<file path="src/common/timing_core_config.svh">
//--------------------------------------------------------------------
// Fixed machine widths and opcode constants for the timing core:
// word and state widths, ION/IOF codes, halt bit pattern
//--------------------------------------------------------------------
`ifndef TIMING_CORE_CONFIG_SVH
`define TIMING_CORE_CONFIG_SVH

`define WORD_BITS       12
`define STATE_BITS      5

// IOT codes of the interrupt enable pair
`define OPC_ION         12'o6001
`define OPC_IOF         12'o6002

// Group 2 operate with the HLT bit, bit 11 clear
`define OPC_HLT_MASK    12'o7403
`define OPC_HLT         12'o7402

`endif

</file>
<file path="src/common/timing_core_pkg.sv">
//--------------------------------------------------------------------
// Types of the timing core: machine word, major state encoding,
// EAE instruction classes and the pending data-break pair
//--------------------------------------------------------------------
`include "timing_core_config.svh"

package timing_core_pkg;

    typedef logic [0:`WORD_BITS-1] word_t;  // Bit 0 is the MSB

    typedef enum logic [`STATE_BITS-1:0] {
        F0, FW, F1, F2, F2A, F2B, F3,           // Fetch
        D0, DW, D1, D2, D3,                     // Defer
        E0, EW, E1, E2, E3,                     // Execute
        H0, HW, H1, H2, H3,                     // Halt and panel
        EAE0, EAE1, EAE2, EAE3, EAE4, EAE5,
        DB0, DB1, DB2                           // Data break, keep last
    } major_state_t;

    typedef enum logic [2:0] {
        NOT_EAE,
        EAE_NOP,
        EAE_SKIP_LOOP,      // Step counter and shift ops
        EAE_LOOP,           // NMI
        EAE_DOUBLE,         // Mode B MUY/DIV, DAD, DST
        EAE_DPSZ,
        EAE_PLAIN,
        EAE_GTF_SKIP
    } eae_class_t;

    typedef struct packed {
        logic write;        // Memory write, data from disk
        logic read;         // Memory read, data to disk
    } db_req_t;

endpackage

</file>
<file path="src/major_state/eae_decode.sv">
//--------------------------------------------------------------------
// EAE instruction classifier: mode A and mode B decode tables
//--------------------------------------------------------------------

module eae_decode (
    input  timing_core_pkg::word_t      instruction,
    input  logic                        eae_mode,
    output timing_core_pkg::eae_class_t eae_class
);
    import timing_core_pkg::*;

    // Pattern is 1111 xx S x CCC 1, S is bit 6 and CCC bits 8 to 10
    always_comb
    begin
        eae_class = NOT_EAE;
        if (!eae_mode)
        begin
            priority casez (instruction)
                12'b1111_??0?_0001: eae_class = EAE_NOP;        // 7401
                12'b1111_??0?_0011: eae_class = EAE_SKIP_LOOP;  // SCL 7403
                12'b1111_??0?_01?1: eae_class = EAE_SKIP_LOOP;  // MUY DIV
                12'b1111_??0?_1001: eae_class = EAE_LOOP;       // NMI 7411
                12'b1111_??0?_1??1: eae_class = EAE_SKIP_LOOP;  // SHL ASR LSR
                12'b1111_??1?_0001: eae_class = EAE_PLAIN;      // SCA 7441
                12'b1111_??1?_1001: eae_class = EAE_LOOP;       // SCA with NMI
                12'b1111_??1?_???1: eae_class = EAE_SKIP_LOOP;  // SCA with the rest
                default:            eae_class = NOT_EAE;
            endcase
        end
        else
        begin
            priority casez (instruction)
                12'b1100_0000_0110: eae_class = EAE_GTF_SKIP;   // 6006 skip on GTF
                12'b1111_??0?_0001: eae_class = EAE_NOP;
                12'b1111_??0?_0011: eae_class = EAE_PLAIN;      // ACS
                12'b1111_??0?_01?1: eae_class = EAE_DOUBLE;     // MUY DIV via defer
                12'b1111_??0?_1001: eae_class = EAE_LOOP;       // NMI
                12'b1111_??0?_1??1: eae_class = EAE_SKIP_LOOP;  // SHL ASR LSR
                12'b1111_??1?_0011: eae_class = EAE_DOUBLE;     // DAD 7443
                12'b1111_??1?_0101: eae_class = EAE_DOUBLE;     // DST 7445
                12'b1111_??1?_1001: eae_class = EAE_DPSZ;       // 7451
                12'b1111_??1?_???1: eae_class = EAE_PLAIN;      // SCA SWBA DPIC DCM SAM
                default:            eae_class = NOT_EAE;
            endcase
        end
    end

endmodule

</file>
<file path="src/major_state/major_state_machine.sv">
//--------------------------------------------------------------------
// Major state sequencer: fetch, defer, execute, halt, EAE and
// data-break states, with the EAE skip and interrupt entry
//--------------------------------------------------------------------
`include "timing_core_config.svh"

module major_state_machine (
    input  logic                          clk,
    input  logic                          reset,
    input  logic                          halt,
    input  logic                          single_step,
    input  logic                          cont,
    input  logic                          trigger,
    input  logic                          int_req,
    input  logic                          int_ena,
    input  logic                          int_inh,
    input  logic                          user_mode,
    input  logic                          eae_loop,
    input  logic                          gtf,
    input  logic                          db_write,
    input  logic                          db_read,
    input  timing_core_pkg::word_t        instruction,
    input  timing_core_pkg::word_t        ac,
    input  timing_core_pkg::word_t        mq,
    input  timing_core_pkg::eae_class_t   eae_class,
    output timing_core_pkg::major_state_t state,
    output logic                          eae_skip,
    output logic                          int_in_prog
);
    import timing_core_pkg::*;

    major_state_t state_d;
    major_state_t target;           // Next state if no break intervenes
    major_state_t resume_state;     // Where to go after the break
    major_state_t resume_d;
    logic         eae_skip_d;
    logic         in_prog_d;
    logic         brk;              // Transition can yield to a break
    logic         db;
    logic         int_ok;
    logic         ends_at_f3;
    logic         halt_op;
    logic         mode_b_class;

    assign db           = db_write | db_read;
    assign int_ok       = int_req & int_ena & ~int_inh;
    assign ends_at_f3   = (instruction[0:1] == 2'b11) ||       // IOT and operate
                          (instruction[0:3] == 4'b1010);       // JMP direct
    assign halt_op      = ((instruction & `OPC_HLT_MASK) == `OPC_HLT) && !user_mode;
    // Classes that only exist in mode B take the F2B path
    assign mode_b_class = (eae_class == EAE_DOUBLE) || (eae_class == EAE_DPSZ) ||
                          (eae_class == EAE_GTF_SKIP);

    always_comb
    begin
        target     = state;
        brk        = 1'b0;
        eae_skip_d = eae_skip;
        in_prog_d  = int_in_prog;
        case (state)
            F0:
            begin
                eae_skip_d = 1'b0;
                in_prog_d  = 1'b0;
                if (single_step && !cont) target = F0;
                else if (halt && !cont) target = H0;
                else target = FW;
            end
            FW: target = F1;
            F1:
            begin
                if (eae_class == NOT_EAE) target = F2;
                else if (mode_b_class) target = F2B;
                else target = F2A;
            end
            F2: target = F3;
            F2A, F2B:
            begin
                target = F3;
                case (eae_class)
                    EAE_SKIP_LOOP:
                    begin
                        eae_skip_d = 1'b1;
                        target     = EAE0;
                    end
                    EAE_LOOP: target = EAE0;
                    EAE_DOUBLE:
                    begin
                        eae_skip_d = 1'b1;          // Operand word follows
                        target     = D0;
                    end
                    EAE_DPSZ: if ((ac | mq) == '0) eae_skip_d = 1'b1;
                    EAE_GTF_SKIP: if (gtf) eae_skip_d = 1'b1;
                    default: target = F3;
                endcase
            end
            F3:
            begin
                if (ends_at_f3)
                begin
                    if (halt_op) target = H0;
                    else
                    begin
                        brk = 1'b1;
                        // No grant right after IOF
                        if (int_ok && !db && (instruction != `OPC_IOF))
                        begin
                            in_prog_d = 1'b1;
                            target    = E0;
                        end
                        else target = F0;
                    end
                end
                else
                begin
                    brk    = 1'b1;
                    target = instruction[3] ? D0 : E0;  // Indirect bit
                end
            end
            D0: target = (!single_step || cont) ? DW : D0;
            DW: target = D1;
            D1: target = D2;
            D2: target = D3;
            D3:
            begin
                brk = 1'b1;
                if (instruction[0:3] == 4'b1011)    // JMP I is done here
                begin
                    if (int_ok && !db)
                    begin
                        in_prog_d = 1'b1;
                        target    = E0;
                    end
                    else target = F0;
                end
                else if (eae_class == EAE_DOUBLE) target = EAE2;
                else target = E0;
            end
            E0: target = (!single_step || cont) ? EW : E0;
            EW: target = E1;
            E1: target = E2;
            E2: target = E3;
            E3:
            begin
                brk = 1'b1;
                if (int_ok && !int_in_prog && !db)
                begin
                    in_prog_d = 1'b1;
                    target    = E0;
                end
                else target = F0;
            end
            H0: target = HW;
            HW:
            begin
                if (cont) target = F0;
                else if (trigger) target = H1;
                else target = H0;
            end
            H1: target = H2;
            H2: target = H3;
            H3: target = H0;
            EAE0: target = EAE1;
            EAE1: target = eae_loop ? EAE1 : F3;    // Arithmetic loop runs outside
            EAE2: target = EAE3;
            EAE3: target = instruction[6] ? EAE4 : EAE0;   // MUY/DIV loop back
            EAE4: target = EAE5;
            EAE5: target = E3;
            DB0: target = DB1;
            DB1: target = db_write ? DB2 : resume_state;
            DB2: target = resume_state;
            default: target = H0;
        endcase

        if (brk && db)
        begin
            state_d  = DB0;
            resume_d = target;
        end
        else
        begin
            state_d  = target;
            resume_d = resume_state;
        end
    end

    always_ff @(posedge clk)
    begin
        if (reset)
        begin
            state        <= H0;
            resume_state <= F0;
            eae_skip     <= 1'b0;
            int_in_prog  <= 1'b0;
        end
        else
        begin
            state        <= state_d;
            resume_state <= resume_d;
            eae_skip     <= eae_skip_d;
            int_in_prog  <= in_prog_d;
        end
    end

    a_state_legal: assert property (@(posedge clk) disable iff (reset)
        !$isunknown(state) && (state <= DB2))
        else $error("major state left the legal encoding");

    // Interrupt cycle always starts with the execute state
    a_in_prog_e0: assert property (@(posedge clk) disable iff (reset)
        $rose(int_in_prog) |-> (state == E0))
        else $error("int_in_prog rose outside E0 entry");

endmodule

</file>
<file path="src/verilog/data_break_latch.sv">
//--------------------------------------------------------------------
// Disk data-break request latch, held until the break completes
//--------------------------------------------------------------------

module data_break_latch (
    input  logic                          clk,
    input  logic                          reset,
    input  logic                          disk_write_req,
    input  logic                          disk_read_req,
    input  timing_core_pkg::major_state_t state,
    output logic                          db_write,
    output logic                          db_read
);
    import timing_core_pkg::*;

    db_req_t pending;

    always_ff @(posedge clk)
    begin
        if (reset)
            pending <= '0;
        else
        begin
            if (disk_write_req) pending.write <= 1'b1;   // New pulse wins over clear
            else if (state == DB2) pending.write <= 1'b0;
            if (disk_read_req) pending.read <= 1'b1;
            else if ((state == DB1) && !pending.write) pending.read <= 1'b0;
        end
    end

    assign db_write = pending.write;
    assign db_read  = pending.read;

    // Disk controller moves one direction at a time
    a_one_direction: assert property (@(posedge clk) disable iff (reset)
        !(db_write && db_read))
        else $error("read and write data breaks pending together");

endmodule

</file>
<file path="src/verilog/interrupt_control.sv">
//--------------------------------------------------------------------
// Interrupt enable flip-flop with the ION one-instruction inhibit
//--------------------------------------------------------------------
`include "timing_core_config.svh"

module interrupt_control (
    input  logic                          clk,
    input  logic                          reset,
    input  timing_core_pkg::major_state_t state,
    input  timing_core_pkg::word_t        instruction,
    input  logic                          int_in_prog,
    output logic                          int_ena,
    output logic                          int_inh
);
    import timing_core_pkg::*;

    major_state_t last_state;
    word_t        last_instr;       // Instruction seen in its last state
    logic         in_prog_q;
    logic         instr_end;
    logic         inh_at_end;

    // F0 entered from an instruction's final state or a break after it
    assign instr_end = (state == F0) && (last_state inside {F3, D3, E3, DB1, DB2});

    always_ff @(posedge clk)
    begin
        if (state inside {F3, D3, E3}) last_instr <= instruction;
    end

    always_ff @(posedge clk)
    begin
        if (reset)
        begin
            last_state <= H0;
            in_prog_q  <= 1'b0;
            int_ena    <= 1'b0;
            int_inh    <= 1'b0;
            inh_at_end <= 1'b0;
        end
        else
        begin
            last_state <= state;
            in_prog_q  <= int_in_prog;
            if ((state == E0) && int_in_prog && !in_prog_q)
                int_ena <= 1'b0;                // Grant turns interrupts off
            else if (instr_end)
            begin
                inh_at_end <= int_inh;
                if (last_instr == `OPC_ION)
                begin
                    int_ena <= 1'b1;
                    int_inh <= 1'b1;            // Hold off until the next one ends
                end
                else
                begin
                    if (last_instr == `OPC_IOF) int_ena <= 1'b0;
                    int_inh <= 1'b0;
                end
            end
        end
    end

    a_inh_one_instr: assert property (@(posedge clk) disable iff (reset)
        (instr_end && inh_at_end) |-> !int_inh)
        else $error("int_inh held across two instruction ends");

endmodule

</file>
<file path="src/verilog/timing_core.sv">
//--------------------------------------------------------------------
// Timing core top: EAE decode, major state sequencer, interrupt
// enable and data-break latch
//--------------------------------------------------------------------

module timing_core (
    input  logic                          clk,
    input  logic                          reset,
    input  logic                          halt,
    input  logic                          single_step,
    input  logic                          cont,
    input  logic                          trigger,
    input  logic                          eae_mode,
    input  logic                          eae_loop,
    input  logic                          gtf,
    input  logic                          int_req,
    input  logic                          user_mode,
    input  logic                          disk_write_req,
    input  logic                          disk_read_req,
    input  timing_core_pkg::word_t        instruction,
    input  timing_core_pkg::word_t        ac,
    input  timing_core_pkg::word_t        mq,
    output timing_core_pkg::major_state_t state,
    output logic                          eae_skip,
    output logic                          int_in_prog,
    output logic                          int_ena
);
    import timing_core_pkg::*;

    eae_class_t eae_class;
    logic       int_inh;
    logic       db_write;
    logic       db_read;

    eae_decode i_eae_decode (.instruction, .eae_mode, .eae_class);

    major_state_machine i_major_state_machine (
        .clk, .reset, .halt, .single_step, .cont, .trigger,
        .int_req, .int_ena, .int_inh, .user_mode, .eae_loop, .gtf,
        .db_write, .db_read, .instruction, .ac, .mq, .eae_class,
        .state, .eae_skip, .int_in_prog
    );

    interrupt_control i_interrupt_control (
        .clk, .reset, .state, .instruction, .int_in_prog, .int_ena, .int_inh
    );

    data_break_latch i_data_break_latch (
        .clk, .reset, .disk_write_req, .disk_read_req, .state, .db_write, .db_read
    );

endmodule
</file>
<file path="config.mk">
export PLATFORM = sky130hd
export DESIGN_NAME = timing_core
export DESIGN_NICKNAME = d
export VERILOG_FILES = /design/src/common/timing_core_pkg.sv /design/src/major_state/eae_decode.sv /design/src/major_state/major_state_machine.sv /design/src/verilog/data_break_latch.sv /design/src/verilog/interrupt_control.sv /design/src/verilog/timing_core.sv
export VERILOG_INCLUDE_DIRS = /design/src /design/src/common
export SDC_FILE = /design/constraint.sdc
export NUM_CORES = 1
export LEC_CHECK = 0
export BUFFER_PORTS_ARGS = -buffer_cell sky130_fd_sc_hd__buf_2
export CORE_MARGIN = 5
export CORE_UTILIZATION = 32
export DETAILED_ROUTE_END_ITERATION = 16
export PLACE_DENSITY = 0.51
export SLEW_MARGIN = 15
export SYNTH_ARGS = -nofsm -noshare
export SYNTH_HDL_FRONTEND = slang
export SYNTH_SLANG_ARGS = --single-unit
</file>
<file path="constraint.sdc">
create_clock -name clk -period 5.7 [get_ports clk]
set_input_delay 0.57 -clock clk [delete_from_list [all_inputs] [get_ports clk]]
set_output_delay 0.57 -clock clk [all_outputs]
set_load 0.05 [all_outputs]
</file>
==> impl_metrics.toml <==
[outcome]
status = "complete, no violations"

[sta]
max_freq_mhz = 329.4
worst_tran_pin_value_ps = 927.6
setup_violations = 0
fin_skew_ps = 3.159
final_critical_path_setup_slack_ps = 2664
timing.slew.headroom_pct = 38.07
report.final.hold_viol_count = 0
fin_crit_ps = 3036
timing.final.max_slew_violations = 0
rsz0062_at_grt = "no"
totalNegativeSetupSlack_ps = 0
portion_of_the_clock_cycle_consumed_by_the_worst_path_in_the_final_layout_pct = 53.27

[cells_and_area]
drive_gt1_share_pct = 23.49
ff_latch_area_sq_um = 800.8
multi_input_comb_area_sq_um = 1426
ant_cells = 0
finish.cell_count_without_fillers = 431
finalNetCount = 380
most-common-layout-cells = "buf_2 (56), nor2_1 (29), dfxtp_1 (22), a21oi_1 (17), o21ai_0 (16)"
final_common_cell = "buf_2"
area.growth.synth_to_final_pct = 17.28
fillers = 769

[worst_setup_path]
critPathBufInv = 0
timing.critical_path.depth = 6
critical-path-top-delay-family = "simple AND/OR/NAND/NOR gates"
worstPathRequired_ps = 5860
reg2reg_from = "i_major_state_machine.state[1]"
worst_path_max_delay_cell = "dfxtp_1"
slowest_delay_ps = 930
timing.critical_path.cells = "nand2b_1 -> nor4_1 -> nand2_1 -> a21oi_2 -> nor3b_1 -> nor3_1"
critPathKind = "reg2reg"
crit_path_end = "i_major_state_machine.resume_state[0]"
setup.worst_path.start = "i_major_state_machine.state[1]"
reg2reg_slack_ps = 2660
worst_r2r_path_depth = 6
cp_endpoint_kind = "register"
critPathMaxFanout = 30
setup.worst_path.start_class = "register"
cp.arrival_ps = 3190
reg2reg_to = "i_major_state_machine.resume_state[0]"

[yosys]
ys_seq_area_share_pct = 34.24
number_of_enable_type_register_cells_in_the_synthesized_netlist = 12
synthesis.area_sq_um = 2338
ys_async_sr_fraction_pct = 0
synth.avg_cell_area_sq_um = 8.120
yosysUniqueCellTypes = 69
synth_fp_nets = 337
synth-warning-count = 0
synthesis.instances = 288
postSynthRegisterBits = 34
yosys_most_used_dff = "dfxtp_1"

[cts]
htree_levels = 2
postCtsResizedCells = 0
cts_tree = "built"
numClockSinks = 34
postCtsSetupRepairBufs = 0
clk_path_buf_depth = 2
cts_inserted_buffers = 5
clock_pin_transition_on_the_worst_setup_and_hold_timing_paths_ps = 70
hold_buffers = 0
clock_tree.root_cell = "clkbuf_8"
clk_latency_ps = 280

[route]
wirelength_microns = 6801
wl_met3_microns = 372
via_per_inst = 5.522
num_vias = 2380
metal1_wirelength_microns = 3155
dr.max_layer_used = "met4"
post_drt_wl_per_cell_microns = 15.78
postRouteAntennaNets = 0
firstDrtPassIters = 4
met2WireLength_microns = 3147
drt-initial-drc-count = 261
post-route-drc-count = 0

[placement]
gpl.final_weighted_congestion = 0.8891
placed_cells_incl_taps = 423
io_buffer_count = 56
placement.setup.worst_slack_ps = 2725
dpl.hpwl_microns = 5113

[global_route]
groute.usage.overall_pct = 15.51
grt_pass1_wl_microns = 11180
largest_net_degree_at_the_start_of_global_routing = 31
grt_antenna_before_repair = 0
grt_pass1_vias = 2216
grt-ovfl-total = 0

[floorplan]
die_w_microns = 95.49
die_height_microns = 95.49
core-area_sq_um = 7176
floorplan.initialDensity_pct = 32.59
fp-row-count = 31
ios = 57
area_of_the_die_sq_um = 9117

[pwr]
worst_vdd_drop_mv = 0.1658
report.power.total_mw = 1.035
power-per-cell-area_nw_per_um2 = 377.3
leakagePower_nw = 1.000

[hold_path]
timing.hold.worst.class = "reg2reg"

[flow_run]
maxCapViolations = 0
## cells by family after synthesis
kind of cell	share of synthesized area [%]
xor+xnor	0.3746
simple gates	33.49
compound gates	25.52
buf+inv	5.029
mux	1.338
flops	34.24
## sequential cells by signal, summed over array words and instances, names as in the netlist
| register | flops |
|---|---|
| i_data_break_latch.db_read | 1 |
| i_data_break_latch.db_write | 1 |
| i_interrupt_control.in_prog_q | 1 |
| i_interrupt_control.int_ena | 1 |
| i_interrupt_control.int_inh | 1 |
| i_interrupt_control.last_instr | 12 |
| i_interrupt_control.last_state | 5 |
| i_major_state_machine.eae_skip | 1 |
| i_major_state_machine.int_in_prog | 1 |
| i_major_state_machine.resume_state | 5 |
| i_major_state_machine.state | 5 |
## tightest hold or removal path, delay by kind of cell, from the launching register on
| kind | cells | cell delay, ps |
|---|---|---|
| flops | 1 | 310 |
| simple gates | 1 | 50 |
| compound gates | 1 | 50 |
## report_power, final
group	leakage [nW]	switching (mW)	total, mW	internal (mW)
logic	0.665	0.256	0.418	0.161
registers	0.292	0.122	0.448	0.326
clock network	0.0426	0.0850	0.169	0.0839
total	1.00	0.463	1.03	0.571
## worst min path at each step
stage | startpoint | slack (ps) | depth (start not counted) | endpoint
floorplan | i_interrupt_control.int_inh | 440 | 2 | i_interrupt_control.int_inh
global placement | i_major_state_machine.eae_skip | 450 | 2 | i_major_state_machine.eae_skip
detailed placement | i_major_state_machine.eae_skip | 450 | 2 | i_major_state_machine.eae_skip
CTS | i_major_state_machine.eae_skip | 460 | 2 | i_major_state_machine.eae_skip
global route | instruction[4] | 480 | 1 | i_interrupt_control.last_instr[4]
finish | i_major_state_machine.eae_skip | 460 | 2 | i_major_state_machine.eae_skip
## layout make-up
type / count / area share, %
timing repair buffer: 56 / 10.22
clock buffer: 6 / 2.646
clock inverter: 2 / 0.3193
sequential: 34 / 29.20
tap: 99 / 4.516
multi-input combinational: 226 / 52.01
inverter: 8 / 1.095
## per-layer routing
layer,track usage (%),up-vias
li1,-,1189
met1,21.40,1105
met2,24.26,75
met3,3.078,11
met4,4.976,0
met5,0,-
## Yosys cell counts (3+ instances only)
master / count / area [sq um]
nor2b_1: 9 / 56.30
nor4_1: 10 / 62.56
edfxtp_1: 12 / 360.4
o21a_1: 4 / 30.03
clkbuf_1: 15 / 56.30
nand3_1: 9 / 45.04
o21ai_1: 4 / 20.02
nand3b_1: 6 / 45.04
dfxtp_1: 22 / 440.4
inv_1: 7 / 26.28
nand2_1: 14 / 52.55
a211oi_1: 6 / 45.04
nand2b_1: 9 / 56.30
nor2_1: 29 / 108.9
o211ai_1: 3 / 22.52
nor3b_1: 5 / 37.54
a31oi_1: 4 / 25.02
o21ai_0: 16 / 80.08
or2_2: 3 / 18.77
a41oi_1: 4 / 35.03
nor3_1: 13 / 65.06
nand4_1: 5 / 31.28
or3_1: 4 / 25.02
a21oi_1: 17 / 85.08
a311oi_1: 3 / 26.28
## metrics by stage
step,area (sq um),hold slack (ps),util (%)
final,2743,463.4,38.22
after global routing,2743,476.0,38.22
after CTS,2736,463.9,38.13
after detailed placement,2655,445.7,37.00
after global placement,2655,451.2,37.00
after floorplan,2338,441.2,-
(Power assumes the default switching activity.)
